`src/fp_add_pkg.sv`:
```
/*
 * Single-precision adder package
 * Holds the float32 field types, the operation select, the round bits and
 * the structs that carry each pipeline stage into the next one. The format
 * constants used by every stage live here too.
 */
`default_nettype none

package fp_add_pkg;

    // ------------------------------------------------------------------------
    // Format widths and field types
    // ------------------------------------------------------------------------

    localparam int unsigned EXP_W  = 8;
    localparam int unsigned MANT_W = 23;
    // Significand with the hidden bit in front of the stored fraction
    localparam int unsigned SIG_W  = MANT_W + 1;
    // Leading-zero count over the significand plus the shifted-out bits
    localparam int unsigned LZ_W   = $clog2(2 * SIG_W + 1);

    typedef logic [EXP_W-1:0]  exp_t;
    typedef logic [MANT_W-1:0] mant_t;
    typedef logic [SIG_W-1:0]  sig_t;

    typedef struct packed {
        logic  sign;
        exp_t  exponent;
        mant_t fraction;
    } float32_t;

    // Subtraction is an addition with the sign of operand B flipped
    typedef enum logic {
        FP_ADD = 1'b0,
        FP_SUB = 1'b1
    } fp_op_e;

    // Bits below the result LSB, handed on to a later rounder
    typedef struct packed {
        logic guard;
        logic round;
        logic sticky;
    } round_bits_t;

    // ------------------------------------------------------------------------
    // Format constants
    // ------------------------------------------------------------------------

    localparam exp_t EXP_MAX = '1;
    localparam exp_t EXP_MIN = exp_t'(1);
    // Beyond this distance nothing of the minor operand is left
    localparam int unsigned SHIFT_OUT_LIMIT = 2 * SIG_W;
    // Quiet NaN with only the fraction MSB set
    localparam float32_t CANONICAL_NAN = '{
        sign:     1'b0,
        exponent: '1,
        fraction: {1'b1, {(MANT_W - 1){1'b0}}}
    };

    // ------------------------------------------------------------------------
    // Stage structs, each carrying its own valid bit
    // ------------------------------------------------------------------------

    typedef struct packed {
        logic     valid;
        logic     invalid;
        float32_t major;
        logic     minor_sign;
        sig_t     minor_sig;
        exp_t     exp_diff;
    } unpack_stage_t;

    typedef struct packed {
        logic     valid;
        logic     invalid;
        float32_t major;
        logic     minor_sign;
        sig_t     minor_sig;
        sig_t     shifted_out;
    } align_stage_t;

    typedef struct packed {
        logic valid;
        logic invalid;
        logic sign;
        exp_t exponent;
        sig_t magnitude;
        logic carry;
        sig_t shifted_out;
    } sum_stage_t;

    typedef struct packed {
        logic        valid;
        float32_t    result;
        round_bits_t round_bits;
        logic        invalid;
        logic        overflow;
        logic        underflow;
    } norm_stage_t;

endpackage

`default_nettype wire
```
`src/fp_adder.sv`:
```
/*
 * Pipelined single-precision adder and subtractor
 * Four registered stages: unpack, align, sum, normalize. A new operand
 * pair is accepted on every enabled cycle and the result leaves four
 * enabled edges later, together with its flags and round bits.
 */
`timescale 1ns/1ps
`default_nettype none

module fp_adder (
    input  logic                    clk_i,
    input  logic                    rst_n_i,
    input  logic                    clk_en_i,
    input  logic                    data_valid_i,
    input  fp_add_pkg::float32_t    addend_a_i,
    input  fp_add_pkg::float32_t    addend_b_i,
    input  fp_add_pkg::fp_op_e      operation_i,
    output fp_add_pkg::float32_t    result_o,
    output logic                    data_valid_o,
    output logic                    invalid_operation_o,
    output logic                    inexact_o,
    output logic                    overflow_o,
    output logic                    underflow_o,
    output fp_add_pkg::round_bits_t round_bits_o
);
    import fp_add_pkg::*;

    unpack_stage_t unpack_s;
    align_stage_t  align_s;
    sum_stage_t    sum_s;
    norm_stage_t   norm_s;

    // ------------------------------------------------------------------------
    // Stage chain
    // ------------------------------------------------------------------------

    fp_add_unpack u_unpack (
        .clk_i        (clk_i),
        .rst_n_i      (rst_n_i),
        .clk_en_i     (clk_en_i),
        .data_valid_i (data_valid_i),
        .addend_a_i   (addend_a_i),
        .addend_b_i   (addend_b_i),
        .operation_i  (operation_i),
        .stage_o      (unpack_s)
    );

    fp_add_align u_align (
        .clk_i    (clk_i),
        .rst_n_i  (rst_n_i),
        .clk_en_i (clk_en_i),
        .stage_i  (unpack_s),
        .stage_o  (align_s)
    );

    fp_add_sum u_sum (
        .clk_i    (clk_i),
        .rst_n_i  (rst_n_i),
        .clk_en_i (clk_en_i),
        .stage_i  (align_s),
        .stage_o  (sum_s)
    );

    fp_add_normalize u_normalize (
        .clk_i    (clk_i),
        .rst_n_i  (rst_n_i),
        .clk_en_i (clk_en_i),
        .stage_i  (sum_s),
        .stage_o  (norm_s)
    );

    // Last stage register drives the ports directly
    assign result_o            = norm_s.result;
    assign data_valid_o        = norm_s.valid;
    assign invalid_operation_o = norm_s.invalid;
    assign overflow_o          = norm_s.overflow;
    assign underflow_o         = norm_s.underflow;
    assign round_bits_o        = norm_s.round_bits;
    // Any bit lost below the LSB makes the result inexact
    assign inexact_o           = |norm_s.round_bits;

endmodule

`default_nettype wire

```
`src/fp_add_normalize.sv`:
```
/*
 * Adder stage 3, normalization
 * Brings the sum back into the hidden-bit form, either by one right shift
 * after a carry or by a left shift over the leading zeros. Raises overflow
 * and underflow, forms guard, round and sticky, and puts the canonical NaN
 * on an invalid operation.
 */
`timescale 1ns/1ps
`default_nettype none

module fp_add_normalize (
    input  logic                    clk_i,
    input  logic                    rst_n_i,
    input  logic                    clk_en_i,
    input  fp_add_pkg::sum_stage_t  stage_i,
    output fp_add_pkg::norm_stage_t stage_o
);
    import fp_add_pkg::*;

    // Priority count from the MSB; an all-zero word gives its full width
    function automatic logic [LZ_W-1:0] count_lz(input logic [2*SIG_W-1:0] value);
        logic [LZ_W-1:0] count;
        count = LZ_W'(2 * SIG_W);
        for (int i = 0; i < 2 * SIG_W; i++) begin
            if (value[i]) begin
                count = LZ_W'(2 * SIG_W - 1 - i);
            end
        end
        return count;
    endfunction

    exp_t               exp_eff;
    logic [2*SIG_W-1:0] full_sig;
    logic [LZ_W-1:0]    lz;
    exp_t               lz_ext;
    logic               is_zero;
    logic [2*SIG_W-1:0] left_shifted;
    norm_stage_t        stage_d;

    assign exp_eff  = (stage_i.exponent == '0) ? EXP_MIN : stage_i.exponent;
    assign full_sig = {stage_i.magnitude, stage_i.shifted_out};
    assign lz       = count_lz(full_sig);
    assign lz_ext   = exp_t'(lz);
    assign is_zero  = (full_sig == '0);

    // ------------------------------------------------------------------------
    // Normalization and flags
    // ------------------------------------------------------------------------

    always_comb begin
        stage_d.valid           = stage_i.valid;
        stage_d.invalid         = stage_i.invalid;
        stage_d.overflow        = 1'b0;
        stage_d.underflow       = 1'b0;
        stage_d.result.sign     = stage_i.sign;
        stage_d.result.exponent = exp_eff;
        stage_d.result.fraction = stage_i.magnitude[MANT_W-1:0];
        left_shifted            = full_sig;

        if (stage_i.carry) begin
            // Carry out of the add, one step right and one up in exponent
            stage_d.result.fraction = stage_i.magnitude[MANT_W:1];
            if (exp_eff >= EXP_MAX - exp_t'(1)) begin
                // The next exponent would be infinity, keep the current one
                stage_d.overflow = 1'b1;
            end else begin
                stage_d.result.exponent = exp_eff + exp_t'(1);
            end
        end else if (is_zero) begin
            // Full cancellation is the bottom of the EXP_MIN rule
            stage_d.result.exponent = '0;
            stage_d.result.fraction = '0;
            stage_d.underflow       = 1'b1;
        end else if (lz_ext >= exp_eff) begin
            // Shift only as far as EXP_MIN allows, the hidden bit stays clear
            // and the field takes the subnormal encoding
            left_shifted            = full_sig << (exp_eff - EXP_MIN);
            stage_d.result.exponent = '0;
            stage_d.result.fraction = left_shifted[2*SIG_W-2:SIG_W];
            stage_d.underflow       = 1'b1;
        end else begin
            // Normal case, lz is zero when the hidden bit is already set
            left_shifted            = full_sig << lz;
            stage_d.result.exponent = exp_eff - lz_ext;
            stage_d.result.fraction = left_shifted[2*SIG_W-2:SIG_W];
        end

        // Round bits sit right below the LSB of the normalized fraction
        if (stage_i.carry) begin
            stage_d.round_bits = {stage_i.magnitude[0], stage_i.shifted_out[SIG_W-1],
                                  |stage_i.shifted_out[SIG_W-2:0]};
        end else begin
            stage_d.round_bits = {left_shifted[SIG_W-1], left_shifted[SIG_W-2],
                                  |left_shifted[SIG_W-3:0]};
        end

        // Invalid overrides everything, the flags of the datapath are void
        if (stage_i.invalid) begin
            stage_d.result     = CANONICAL_NAN;
            stage_d.round_bits = '0;
            stage_d.overflow   = 1'b0;
            stage_d.underflow  = 1'b0;
        end
    end

    always_ff @(posedge clk_i) begin
        if (clk_en_i) begin
            stage_o <= stage_d;
        end
        if (!rst_n_i) begin
            stage_o.valid <= 1'b0;
        end
    end

endmodule

`default_nettype wire

```
`src/fp_add_sum.sv`:
```
/*
 * Adder stage 2, significand sum
 * Adds or subtracts the aligned minor from the major significand. The
 * major is never the smaller one, so a subtraction already yields the
 * magnitude and the major sign is the result sign.
 */
`timescale 1ns/1ps
`default_nettype none

module fp_add_sum (
    input  logic                     clk_i,
    input  logic                     rst_n_i,
    input  logic                     clk_en_i,
    input  fp_add_pkg::align_stage_t stage_i,
    output fp_add_pkg::sum_stage_t   stage_o
);
    import fp_add_pkg::*;

    sig_t             major_sig;
    logic             same_sign;
    logic [2*SIG_W:0] major_wide;
    logic [2*SIG_W:0] minor_wide;
    logic [2*SIG_W:0] total;
    sum_stage_t       stage_d;

    assign major_sig = {stage_i.major.exponent != '0, stage_i.major.fraction};
    assign same_sign = (stage_i.major.sign == stage_i.minor_sign);

    // ------------------------------------------------------------------------
    // Wide sum including the shifted-out bits
    // ------------------------------------------------------------------------

    // Top bit takes the carry, the low half keeps the exact fraction tail
    assign major_wide = {1'b0, major_sig, {SIG_W{1'b0}}};
    assign minor_wide = {1'b0, stage_i.minor_sig, stage_i.shifted_out};

    // The low half of the difference takes the borrow into account
    assign total = same_sign ? (major_wide + minor_wide) : (major_wide - minor_wide);

    always_comb begin
        stage_d.valid       = stage_i.valid;
        stage_d.invalid     = stage_i.invalid;
        stage_d.exponent    = stage_i.major.exponent;
        stage_d.magnitude   = total[2*SIG_W-1:SIG_W];
        stage_d.shifted_out = total[SIG_W-1:0];
        // A subtraction never carries, the top bit is only meaningful for adds
        stage_d.carry       = same_sign && total[2*SIG_W];

        // Exact cancellation gives +0 whatever the operand signs were
        if (!same_sign && (total == '0)) begin
            stage_d.sign = 1'b0;
        end else begin
            stage_d.sign = stage_i.major.sign;
        end
    end

    always_ff @(posedge clk_i) begin
        if (clk_en_i) begin
            stage_o <= stage_d;
        end
        if (!rst_n_i) begin
            stage_o.valid <= 1'b0;
        end
    end

endmodule

`default_nettype wire

```
`src/fp_add_align.sv`:
```
/*
 * Adder stage 1, significand alignment
 * Shifts the minor significand right by the exponent distance so both
 * operands carry the same weight, keeping every bit that falls off.
 */
`timescale 1ns/1ps
`default_nettype none

module fp_add_align (
    input  logic                      clk_i,
    input  logic                      rst_n_i,
    input  logic                      clk_en_i,
    input  fp_add_pkg::unpack_stage_t stage_i,
    output fp_add_pkg::align_stage_t  stage_o
);
    import fp_add_pkg::*;

    logic [2*SIG_W-1:0] minor_ext;
    logic [2*SIG_W-1:0] minor_shifted;
    align_stage_t       stage_d;

    // Lower half catches the bits shifted below the major LSB
    assign minor_ext = {stage_i.minor_sig, {SIG_W{1'b0}}};

    // Past the limit the whole significand has left the window
    assign minor_shifted = (stage_i.exp_diff >= SHIFT_OUT_LIMIT) ? '0 :
                           (minor_ext >> stage_i.exp_diff);

    always_comb begin
        stage_d.valid       = stage_i.valid;
        stage_d.invalid     = stage_i.invalid;
        stage_d.major       = stage_i.major;
        stage_d.minor_sign  = stage_i.minor_sign;
        stage_d.minor_sig   = minor_shifted[2*SIG_W-1:SIG_W];
        stage_d.shifted_out = minor_shifted[SIG_W-1:0];
    end

    always_ff @(posedge clk_i) begin
        if (clk_en_i) begin
            stage_o <= stage_d;
        end
        if (!rst_n_i) begin
            stage_o.valid <= 1'b0;
        end
    end

endmodule

`default_nettype wire

```
`src/fp_add_unpack.sv`:
```
/*
 * Adder stage 0, operand unpack
 * Applies the operation to the sign of B, detects the invalid cases and
 * orders the operands into major and minor by magnitude. Registers the
 * major operand, the minor significand and the exponent distance.
 */
`timescale 1ns/1ps
`default_nettype none

module fp_add_unpack (
    input  logic                      clk_i,
    input  logic                      rst_n_i,
    input  logic                      clk_en_i,
    input  logic                      data_valid_i,
    input  fp_add_pkg::float32_t      addend_a_i,
    input  fp_add_pkg::float32_t      addend_b_i,
    input  fp_add_pkg::fp_op_e        operation_i,
    output fp_add_pkg::unpack_stage_t stage_o
);
    import fp_add_pkg::*;

    float32_t      op_b;
    logic          a_is_nan;
    logic          b_is_nan;
    logic          a_is_inf;
    logic          b_is_inf;
    exp_t          a_exp_eff;
    exp_t          b_exp_eff;
    sig_t          a_sig;
    sig_t          b_sig;
    logic          a_is_major;
    unpack_stage_t stage_d;

    // B with its effective sign, so the rest of the pipe only ever adds
    assign op_b = {addend_b_i.sign ^ (operation_i == FP_SUB), addend_b_i.exponent,
                   addend_b_i.fraction};

    // ------------------------------------------------------------------------
    // Classification
    // ------------------------------------------------------------------------

    assign a_is_nan = (addend_a_i.exponent == EXP_MAX) && (addend_a_i.fraction != '0);
    assign b_is_nan = (op_b.exponent == EXP_MAX) && (op_b.fraction != '0);
    assign a_is_inf = (addend_a_i.exponent == EXP_MAX) && (addend_a_i.fraction == '0);
    assign b_is_inf = (op_b.exponent == EXP_MAX) && (op_b.fraction == '0);

    // Hidden bit is present only for a non-zero exponent
    assign a_sig = {addend_a_i.exponent != '0, addend_a_i.fraction};
    assign b_sig = {op_b.exponent != '0, op_b.fraction};

    // A subnormal has the same weight as exponent 1
    assign a_exp_eff = (addend_a_i.exponent == '0) ? EXP_MIN : addend_a_i.exponent;
    assign b_exp_eff = (op_b.exponent == '0) ? EXP_MIN : op_b.exponent;

    // Full significands decide on a tie, so a subnormal never beats a normal
    assign a_is_major = (a_exp_eff > b_exp_eff) ||
                        ((a_exp_eff == b_exp_eff) && (a_sig >= b_sig));

    // ------------------------------------------------------------------------
    // Swap and register
    // ------------------------------------------------------------------------

    always_comb begin
        stage_d.valid   = data_valid_i;
        // Any NaN, or infinities that cancel each other
        stage_d.invalid = a_is_nan || b_is_nan ||
                          (a_is_inf && b_is_inf && (addend_a_i.sign != op_b.sign));

        // Both effective exponents lie in 1..255, so the distance fits exp_t
        if (a_is_major) begin
            stage_d.major      = addend_a_i;
            stage_d.minor_sign = op_b.sign;
            stage_d.minor_sig  = b_sig;
            stage_d.exp_diff   = a_exp_eff - b_exp_eff;
        end else begin
            stage_d.major      = op_b;
            stage_d.minor_sign = addend_a_i.sign;
            stage_d.minor_sig  = a_sig;
            stage_d.exp_diff   = b_exp_eff - a_exp_eff;
        end

        // An infinite major absorbs the minor so the sum stays infinite
        if (a_is_inf || b_is_inf) begin
            stage_d.minor_sig = '0;
        end
    end

    always_ff @(posedge clk_i) begin
        if (clk_en_i) begin
            stage_o <= stage_d;
        end
        // Only the valid bit is cleared, the payload just follows it
        if (!rst_n_i) begin
            stage_o.valid <= 1'b0;
        end
    end

endmodule

`default_nettype wire

```
`config.mk`:
```
export PLATFORM = sky130hd
export DESIGN_NAME = fp_adder
export DESIGN_NICKNAME = d
export VERILOG_FILES = /design/src/fp_add_pkg.sv /design/src/fp_adder.sv /design/src/fp_add_normalize.sv /design/src/fp_add_sum.sv /design/src/fp_add_align.sv /design/src/fp_add_unpack.sv
export SDC_FILE = /design/constraint.sdc
export NUM_CORES = 1
export LEC_CHECK = 0
export BUFFER_PORTS_ARGS = -buffer_cell sky130_fd_sc_hd__clkbuf_2
export CORE_UTILIZATION = 30
export CTS_CLUSTER_SIZE = 40
export DETAILED_ROUTE_END_ITERATION = 16
export PLACE_DENSITY_LB_ADDON = 0.08
export SYNTH_ARGS = -nofsm -noshare
export SYNTH_HDL_FRONTEND = slang
export SYNTH_SLANG_ARGS = --single-unit
```
`constraint.sdc`:
```
create_clock -name clk_i -period 10.7 [get_ports clk_i]
set_clock_uncertainty 0.15 [all_clocks]
set_input_delay 1.07 -clock clk_i [delete_from_list [all_inputs] [get_ports clk_i]]
set_output_delay 1.07 -clock clk_i [all_outputs]
set_load 0.005 [all_outputs]
```
==> results of run 1 <==
routing by layer:
layer	GRT usage	vias up
li1	-	9687
met3	0.03080	183
met4	0.09876	0
met2	0.4021	893
met5	0.003759	-
met1	0.3527	10478
logic make-up after synthesis:
kind of cell,count (synthesis),share of synthesized area
mux,290,0.1412
flops,249,0.3308
simple gates,904,0.1917
fa+ha+maj,100,0.05698
compound gates,676,0.1993
buf+inv,330,0.05593
xor+xnor,62,0.02415
critical path: cells and delay by family, from the launching register on:
family	cells	cell delay [ns]
simple gates	5	1.54
buf+inv	4	1.35
compound gates	8	2.41
fa+ha+maj	1	0.34
flops	1	0.73
sequential cells by signal, indices dropped and copies added, names as in the netlist:
signal	cells
u_unpack.stage_o	67
u_normalize.stage_o	39
u_align.stage_o	83
u_sum.stage_o	60
power groups by stage:
| stage | registers [mW] | clock network [mW] | logic [mW] |
|---|---|---|---|
| after floorplan | 1.29 | 0 | 1.18 |
| after CTS | 1.42 | 1.18 | 1.75 |
| after global placement | 1.44 | 0 | 1.78 |
| final | 1.43 | 1.14 | 1.79 |
| after global routing | 1.44 | 1.21 | 1.90 |
| after detailed placement | 1.44 | 0 | 1.74 |
area by class of cell:
type,instances,area share
Inverter,116,0.01745
Tap cell,969,0.04860
Multi-Input combinational cell,2032,0.5564
Timing Repair Buffer,151,0.03501
Sequential cell,249,0.2981
Clock buffer,40,0.03586
Antenna cell,1,0.0001003
Clock inverter,21,0.008426
how the worst max path moves through the flow:
stage / slack [ns] / endpoint / depth (start not counted) / startpoint
6_report: 3.95 / u_normalize.stage_o[21] / 18 / u_sum.stage_o[2]
5_1_grt: 3.71 / u_normalize.stage_o[21] / 18 / u_sum.stage_o[46]
4_1_cts: 4.03 / u_normalize.stage_o[21] / 17 / u_sum.stage_o[1]
3_5_place_dp: 4.08 / u_normalize.stage_o[21] / 17 / u_sum.stage_o[1]
3_3_place_gp: 4.07 / u_normalize.stage_o[21] / 17 / u_sum.stage_o[1]
2_1_floorplan: 4.94 / u_normalize.stage_o[3] / 20 / u_sum.stage_o[50]
placed cells by master, fill, tap and decap left out, types with 18 or more instances in the layout:
cell         n
nand3_1     60
nor3_1      75
inv_1      114
clkbuf_16   35
nor2b_1     32
nor2_1     287
a31oi_1     24
or4_1       18
clkbuf_2   107
a21oi_1    180
a21o_1      31
buf_4       43
edfxtp_1   245
nor4_1      41
nand4_1     27
mux2_2      37
a211oi_1    41
mux2i_1    234
xor2_1      31
ha_1        96
mux4_2      18
o21ai_0    139
xnor2_1     27
nand2_1    235
nand2b_1    41
o211ai_1    30
stage by stage:
| stage | instances | hold WS, ns | worst slack, ns | total power [mW] |
|---|---|---|---|---|
| floorplan | 2611 | 0.2503 | 4.937 | 2.468 |
| global placement | 3517 | 0.2513 | 4.070 | 3.213 |
| detailed placement | 3517 | 0.2545 | 4.083 | 3.185 |
| CTS | 3578 | 0.2673 | 4.032 | 4.351 |
| global route | 3578 | 0.2708 | 3.711 | 4.554 |
| finish | 3579 | 0.2639 | 3.953 | 4.357 |
==> impl_metrics.py, run 1 <==
metrics = {
    "global_route": {
        "grt_pass1_vias": 20263,
        "grt_max_degree": 104,
        "grt-ovfl-total": 0,
        "antenna_found_initial": 2,
        "grtUsageTotal": 0.2546,
        "grt_pass1_wl_mm": 142.1,
    },
    "cells_and_area": {
        "nets": 2754,
        "area_growth_pct": 10.96,
        "fillers": 7846,
        "multi_input_area_um2": 13880,
        "fin_area_um2": 24950,
        "layout-drive-gt1-share": 0.1146,
        "regArea_um2": 7437,
        "final_util": 0.3357,
    },
    "power": {
        "pwr-share-seq": 0.327,
        "p_leak_nw": 9.748,
        "internal_power_mw": 2.508,
        "p_switching_mw": 1.849,
        "clock_power_share": 0.262,
        "switching_share": 0.4243,
        "ir_worst_vdd_mv": 0.09319,
        "combPwrFrac": 0.410,
        "p_per_area_nw_per_um2": 174.6,
    },
    "drt": {
        "routed_wl_mm": 98.40,
        "wire_per_inst_um": 27.49,
        "viasPerCell": 5.935,
        "route.detailed.drc": 0,
        "drt-pass1-iter-count": 6,
        "drtAntennaViolNets": 0,
        "wl_met3_mm": 5.757,
        "vias": 21241,
        "drt_iter0_markers": 2216,
        "m1WireLength_mm": 44.45,
        "topRoutingLayerUsed": "met4",
        "wl_met2_mm": 44.08,
    },
    "timing": {
        "fin_tns_setup_ns": 0,
        "tightest_slew_ns": 1.332,
        "period_needed_ns": 6.747,
        "slew_violations": 0,
        "hold_viol_final": 0,
        "rsz0062_at_grt": "false",
        "slew_headroom": 0.08897,
        "finalSetupViolCount": 0,
        "finalCritPeriodShare": 0.6306,
        "fmaxAchievable_ghz": 0.1482,
    },
    "critical_path": {
        "worst_setup_path_start_kind": "register",
        "r2r_start": "u_sum.stage_o[2]",
        "slowest_delay_ns": 1.14,
        "critical_path_class": "reg2reg",
        "rrSetupSlack_ns": 3.95,
        "r2r_end": "u_normalize.stage_o[21]",
        "crit_chain": "or4_1 > nor2b_1 > o21bai_1 > a21o_1 > buf_4 > inv_1 > buf_4 > ha_1 > o21ai_0 > nand2b_1 > a21o_1 > a21o_1 > a211oi_2 > buf_4 > nand2_1 > a2111oi_0 > a21oi_1 > nand3_1",
        "cp-end-kind": "register",
        "rr_worst_depth": 18,
        "required_ns": 10.95,
        "slowest_stage": "a2111oi_0",
        "cp_data_arrival_time_ns": 7.00,
        "cp_max_fo": 34,
    },
    "die": {
        "die_h_um": 275.8,
        "coreArea_um2": 74320,
        "rows": 100,
        "initial_core_util": 0.3025,
        "dieArea_um2": 76050,
        "io_pins": 109,
        "dieWidth_um": 275.8,
    },
    "clocking": {
        "ctsHoldBuffers": 0,
        "ctsResizeCount": 0,
        "clock_path_buffers": 3,
        "tritoncts": "done",
        "cts.htree.levels": 2,
        "cts_sinks": 249,
        "clk_pin_slew_worst_paths_ns": 0.06,
        "postCtsSetupBuffers": 0,
        "numCtsBuffers": 35,
        "cts_root_buffer": "clkbuf_16",
        "insertion_delay_ns": 0.57,
    },
    "synth": {
        "syn_avg_cell_area_um2": 8.611,
        "synth-seq-cells": 249,
        "synth_ff_type": "edfxtp_1",
        "synth_edf_count": 245,
        "synthesis.area_um2": 22480,
        "yosys_warnings": 0,
        "yosysMostFrequentCell": "nor2_1",
        "synth_area_leader_cell": "edfxtp_1",
        "synth_cells": 2611,
        "async_flop_share": 0,
        "synth_cell_types": 87,
        "synth_common_cells": "289 x nor2_1, 245 x edfxtp_1, 235 x mux2i_1, 235 x nand2_1",
        "yosys-top-cells-area": "edfxtp_1 33%, mux2i_1 10%, ha_1 5.3%, nor2_1 4.8%, a21oi_1 4.0%",
        "synth_top_cell_area_share": 0.3272,
        "ys_seq_area_frac": 0.3308,
        "synthesis.nets": 2780,
    },
    "placement": {
        "place_area_um2": 23840,
        "numPortBuffers": 108,
        "place_hpwl_mm": 76.99,
        "globalplace.congestion": 1.019,
    },
    "hold_path": {
        "min_path_cells": 0,
        "hold_path_class": "reg2reg",
        "min_to": "u_align.stage_o[48]",
        "hold_start": "u_unpack.stage_o[32]",
    },
    "flow_run": {
        "drv_cap": 0,
    },
    "outcome": {
        "status": "complete, no violations",
    },
}
Note: power is estimated with default switching activity, not from simulation.
==> run 2: changes to the inputs <==
==> constraint.sdc (replaced) <==
create_clock -name clk_i -period 5.85 [get_ports clk_i]
set_clock_uncertainty 0.15 [all_clocks]
set_input_delay 0.585 -clock clk_i [delete_from_list [all_inputs] [get_ports clk_i]]
set_output_delay 0.585 -clock clk_i [all_outputs]
set_load 0.005 [all_outputs]
==> run 2 against run 1 <==
Compared with the run above:
- sequential cell count is the same
- non-clock buffer count grew 47
- worst setup slack lost 3.6 ns
- routed wire length shrank 5.8%
- register-to-register slack lost 3.6 ns
- via count shrank 0.98%
- critical path depth shrank 5
- clock-buffer cell count shrank 2
- critical path type unchanged
==> impl_metrics.py, run 2 (synthesis gave the netlist of run 1 again) <==
metrics = {
    "outcome": {
        "status": "complete, no violations",
    },
    "critical_path": {
        "cp_data_arrival_time_ns": 5.62,
        "rrSetupSlack_ns": 0.35,
        "critical_path_class": "reg2reg",
        "cp-end-kind": "register",
        "required_ns": 5.97,
        "cp_max_fo": 37,
        "worst_setup_path_start_kind": "register",
    },
    "die": {
        "dieArea_um2": 76050,
        "io_pins": 109,
        "dieWidth_um": 275.8,
        "rows": 100,
        "coreArea_um2": 74320,
        "initial_core_util": 0.3025,
        "die_h_um": 275.8,
    },
    "drt": {
        "wire_per_inst_um": 25.54,
        "routed_wl_mm": 92.64,
        "route.detailed.drc": 0,
        "drt-pass1-iter-count": 5,
        "viasPerCell": 5.797,
        "drt_iter0_markers": 1969,
        "drtAntennaViolNets": 0,
        "vias": 21032,
    },
    "cells_and_area": {
        "nets": 2801,
        "final_cell_mix": "287 x nor2_1, 245 x edfxtp_1, 235 x nand2_1",
        "area_growth_pct": 12.75,
        "final_common_cell": "nor2_1",
        "layout-drive-gt1-share": 0.1316,
        "regMostFlops": "u_align.stage_o",
        "diodes": 0,
        "largest_reg_flops": 83,
        "reg_top3": "u_align.stage_o (83), u_unpack.stage_o (67), u_sum.stage_o (60)",
    },
    "global_route": {
        "grt_pass1_vias": 20141,
        "antenna_found_initial": 1,
        "grt_pass1_wl_mm": 136.4,
        "grt_max_degree": 126,
        "grt-ovfl-total": 0,
        "grtUsageTotal": 0.2405,
    },
    "clocking": {
        "insertion_delay_ns": 0.58,
        "cts_sinks": 249,
        "numCtsBuffers": 35,
        "clk_pin_slew_worst_paths_ns": 0.06,
        "postCtsSetupBuffers": 0,
        "cts.htree.levels": 2,
        "clock_path_buffers": 3,
        "cts_root_buffer": "clkbuf_16",
        "ctsHoldBuffers": 0,
        "tritoncts": "done",
        "ctsResizeCount": 0,
    },
    "power": {
        "p_per_area_nw_per_um2": 314.2,
        "p_leak_nw": 10.00,
        "ir_worst_vdd_mv": 0.1853,
    },
    "timing": {
        "hold_viol_final": 0,
        "period_needed_ns": 5.500,
        "rsz0062_at_grt": "false",
        "fin_tns_setup_ns": 0,
        "tightest_slew_ns": 1.007,
        "finalCritPeriodShare": 0.9401,
        "fin_ws_ns": 0.3502,
        "slew_headroom": 0.3216,
        "slew_violations": 0,
        "finalSetupViolCount": 0,
        "fmaxAchievable_ghz": 0.1818,
    },
    "flow_run": {
        "drv_cap": 0,
    },
    "placement": {
        "numPortBuffers": 108,
        "globalplace.congestion": 0.9251,
        "place_hpwl_mm": 72.79,
        "post-place-ws_ns": 0.5286,
    },
    "hold_path": {
        "hold_path_class": "in2reg",
    },
}
==> run 2: changes by cell type in the layout (fill, tap and decap cells not counted), moves of 2 or more <==
cell	change
buf_12	+2
buf_4	+45
inv_6	+2
clkinvlp_4	-2
clkinv_4	+4
clkbuf_1	-2
==> run 2: path summary, 6_finish.rpt <==
| kind | startpoint | endpoint | cells after the start |
|---|---|---|---|
| worst max-delay path | u_sum.stage_o[36] | u_normalize.stage_o[16] | 13 |
| worst min-delay path | rst_n_i | u_unpack.stage_o[66] | 2 |
| worst max register to register | u_sum.stage_o[36] | u_normalize.stage_o[16] | 13 |
| worst min register to register | u_unpack.stage_o[40] | u_align.stage_o[56] | 0 |
==> run 2: critical path: stages (launching register included) <==
cell       delay [ns]
edfxtp_1         0.49
or4_1            0.60
o21ba_2          0.26
o21ai_0          0.43
nor2_2           0.10
inv_1            0.24
buf_4            0.51
mux2i_1          0.44
mux2i_1          0.27
a22o_1           0.24
a211oi_1         0.40
nor2_1           0.10
a2111oi_0        0.76
a21oi_1          0.18
==> run 2: power breakdown <==
| group | switching [mW] | total [mW] | internal (mW) | leakage (nW) |
|---|---|---|---|---|
| Sequential | 0.219 | 2.46 | 2.24 | 2.48 |
| Combinational | 2.20 | 3.36 | 1.16 | 6.97 |
| Clock | 0.931 | 2.15 | 1.22 | 0.551 |
==> run 2: metal layers <==
layer	part of all wire	GRT usage
met1	0.48	0.3541
met2	0.43	0.3660
met3	0.062	0.03575
met4	0.023	0.05697
met5	0	0
==> run 2: cell type report <==
cell class,count,area [um2]
Clock buffer,38,887.1
Clock inverter,26,247.7
Fill cell,7903,48970
Inverter,116,435.4
Multi-Input combinational cell,2032,13880
Sequential cell,249,7437
Tap cell,969,1212
Timing Repair Buffer,198,1251
==> run 2: through the flow <==
stage | area [um2] | util | std cells | hold slack, ns | total power [mW]
finish | 25350 | 0.3411 | 3628 | 0.1240 | 7.967
global route | 25350 | 0.3411 | 3628 | 0.1060 | 8.359
CTS | 25350 | 0.3411 | 3628 | 0.09330 | 7.993
detailed placement | 24220 | 0.3258 | 3564 | 0.2556 | 5.792
global placement | 24220 | 0.3258 | 3564 | 0.2517 | 5.824
floorplan | 22480 | - | 2611 | 0.2503 | 4.514
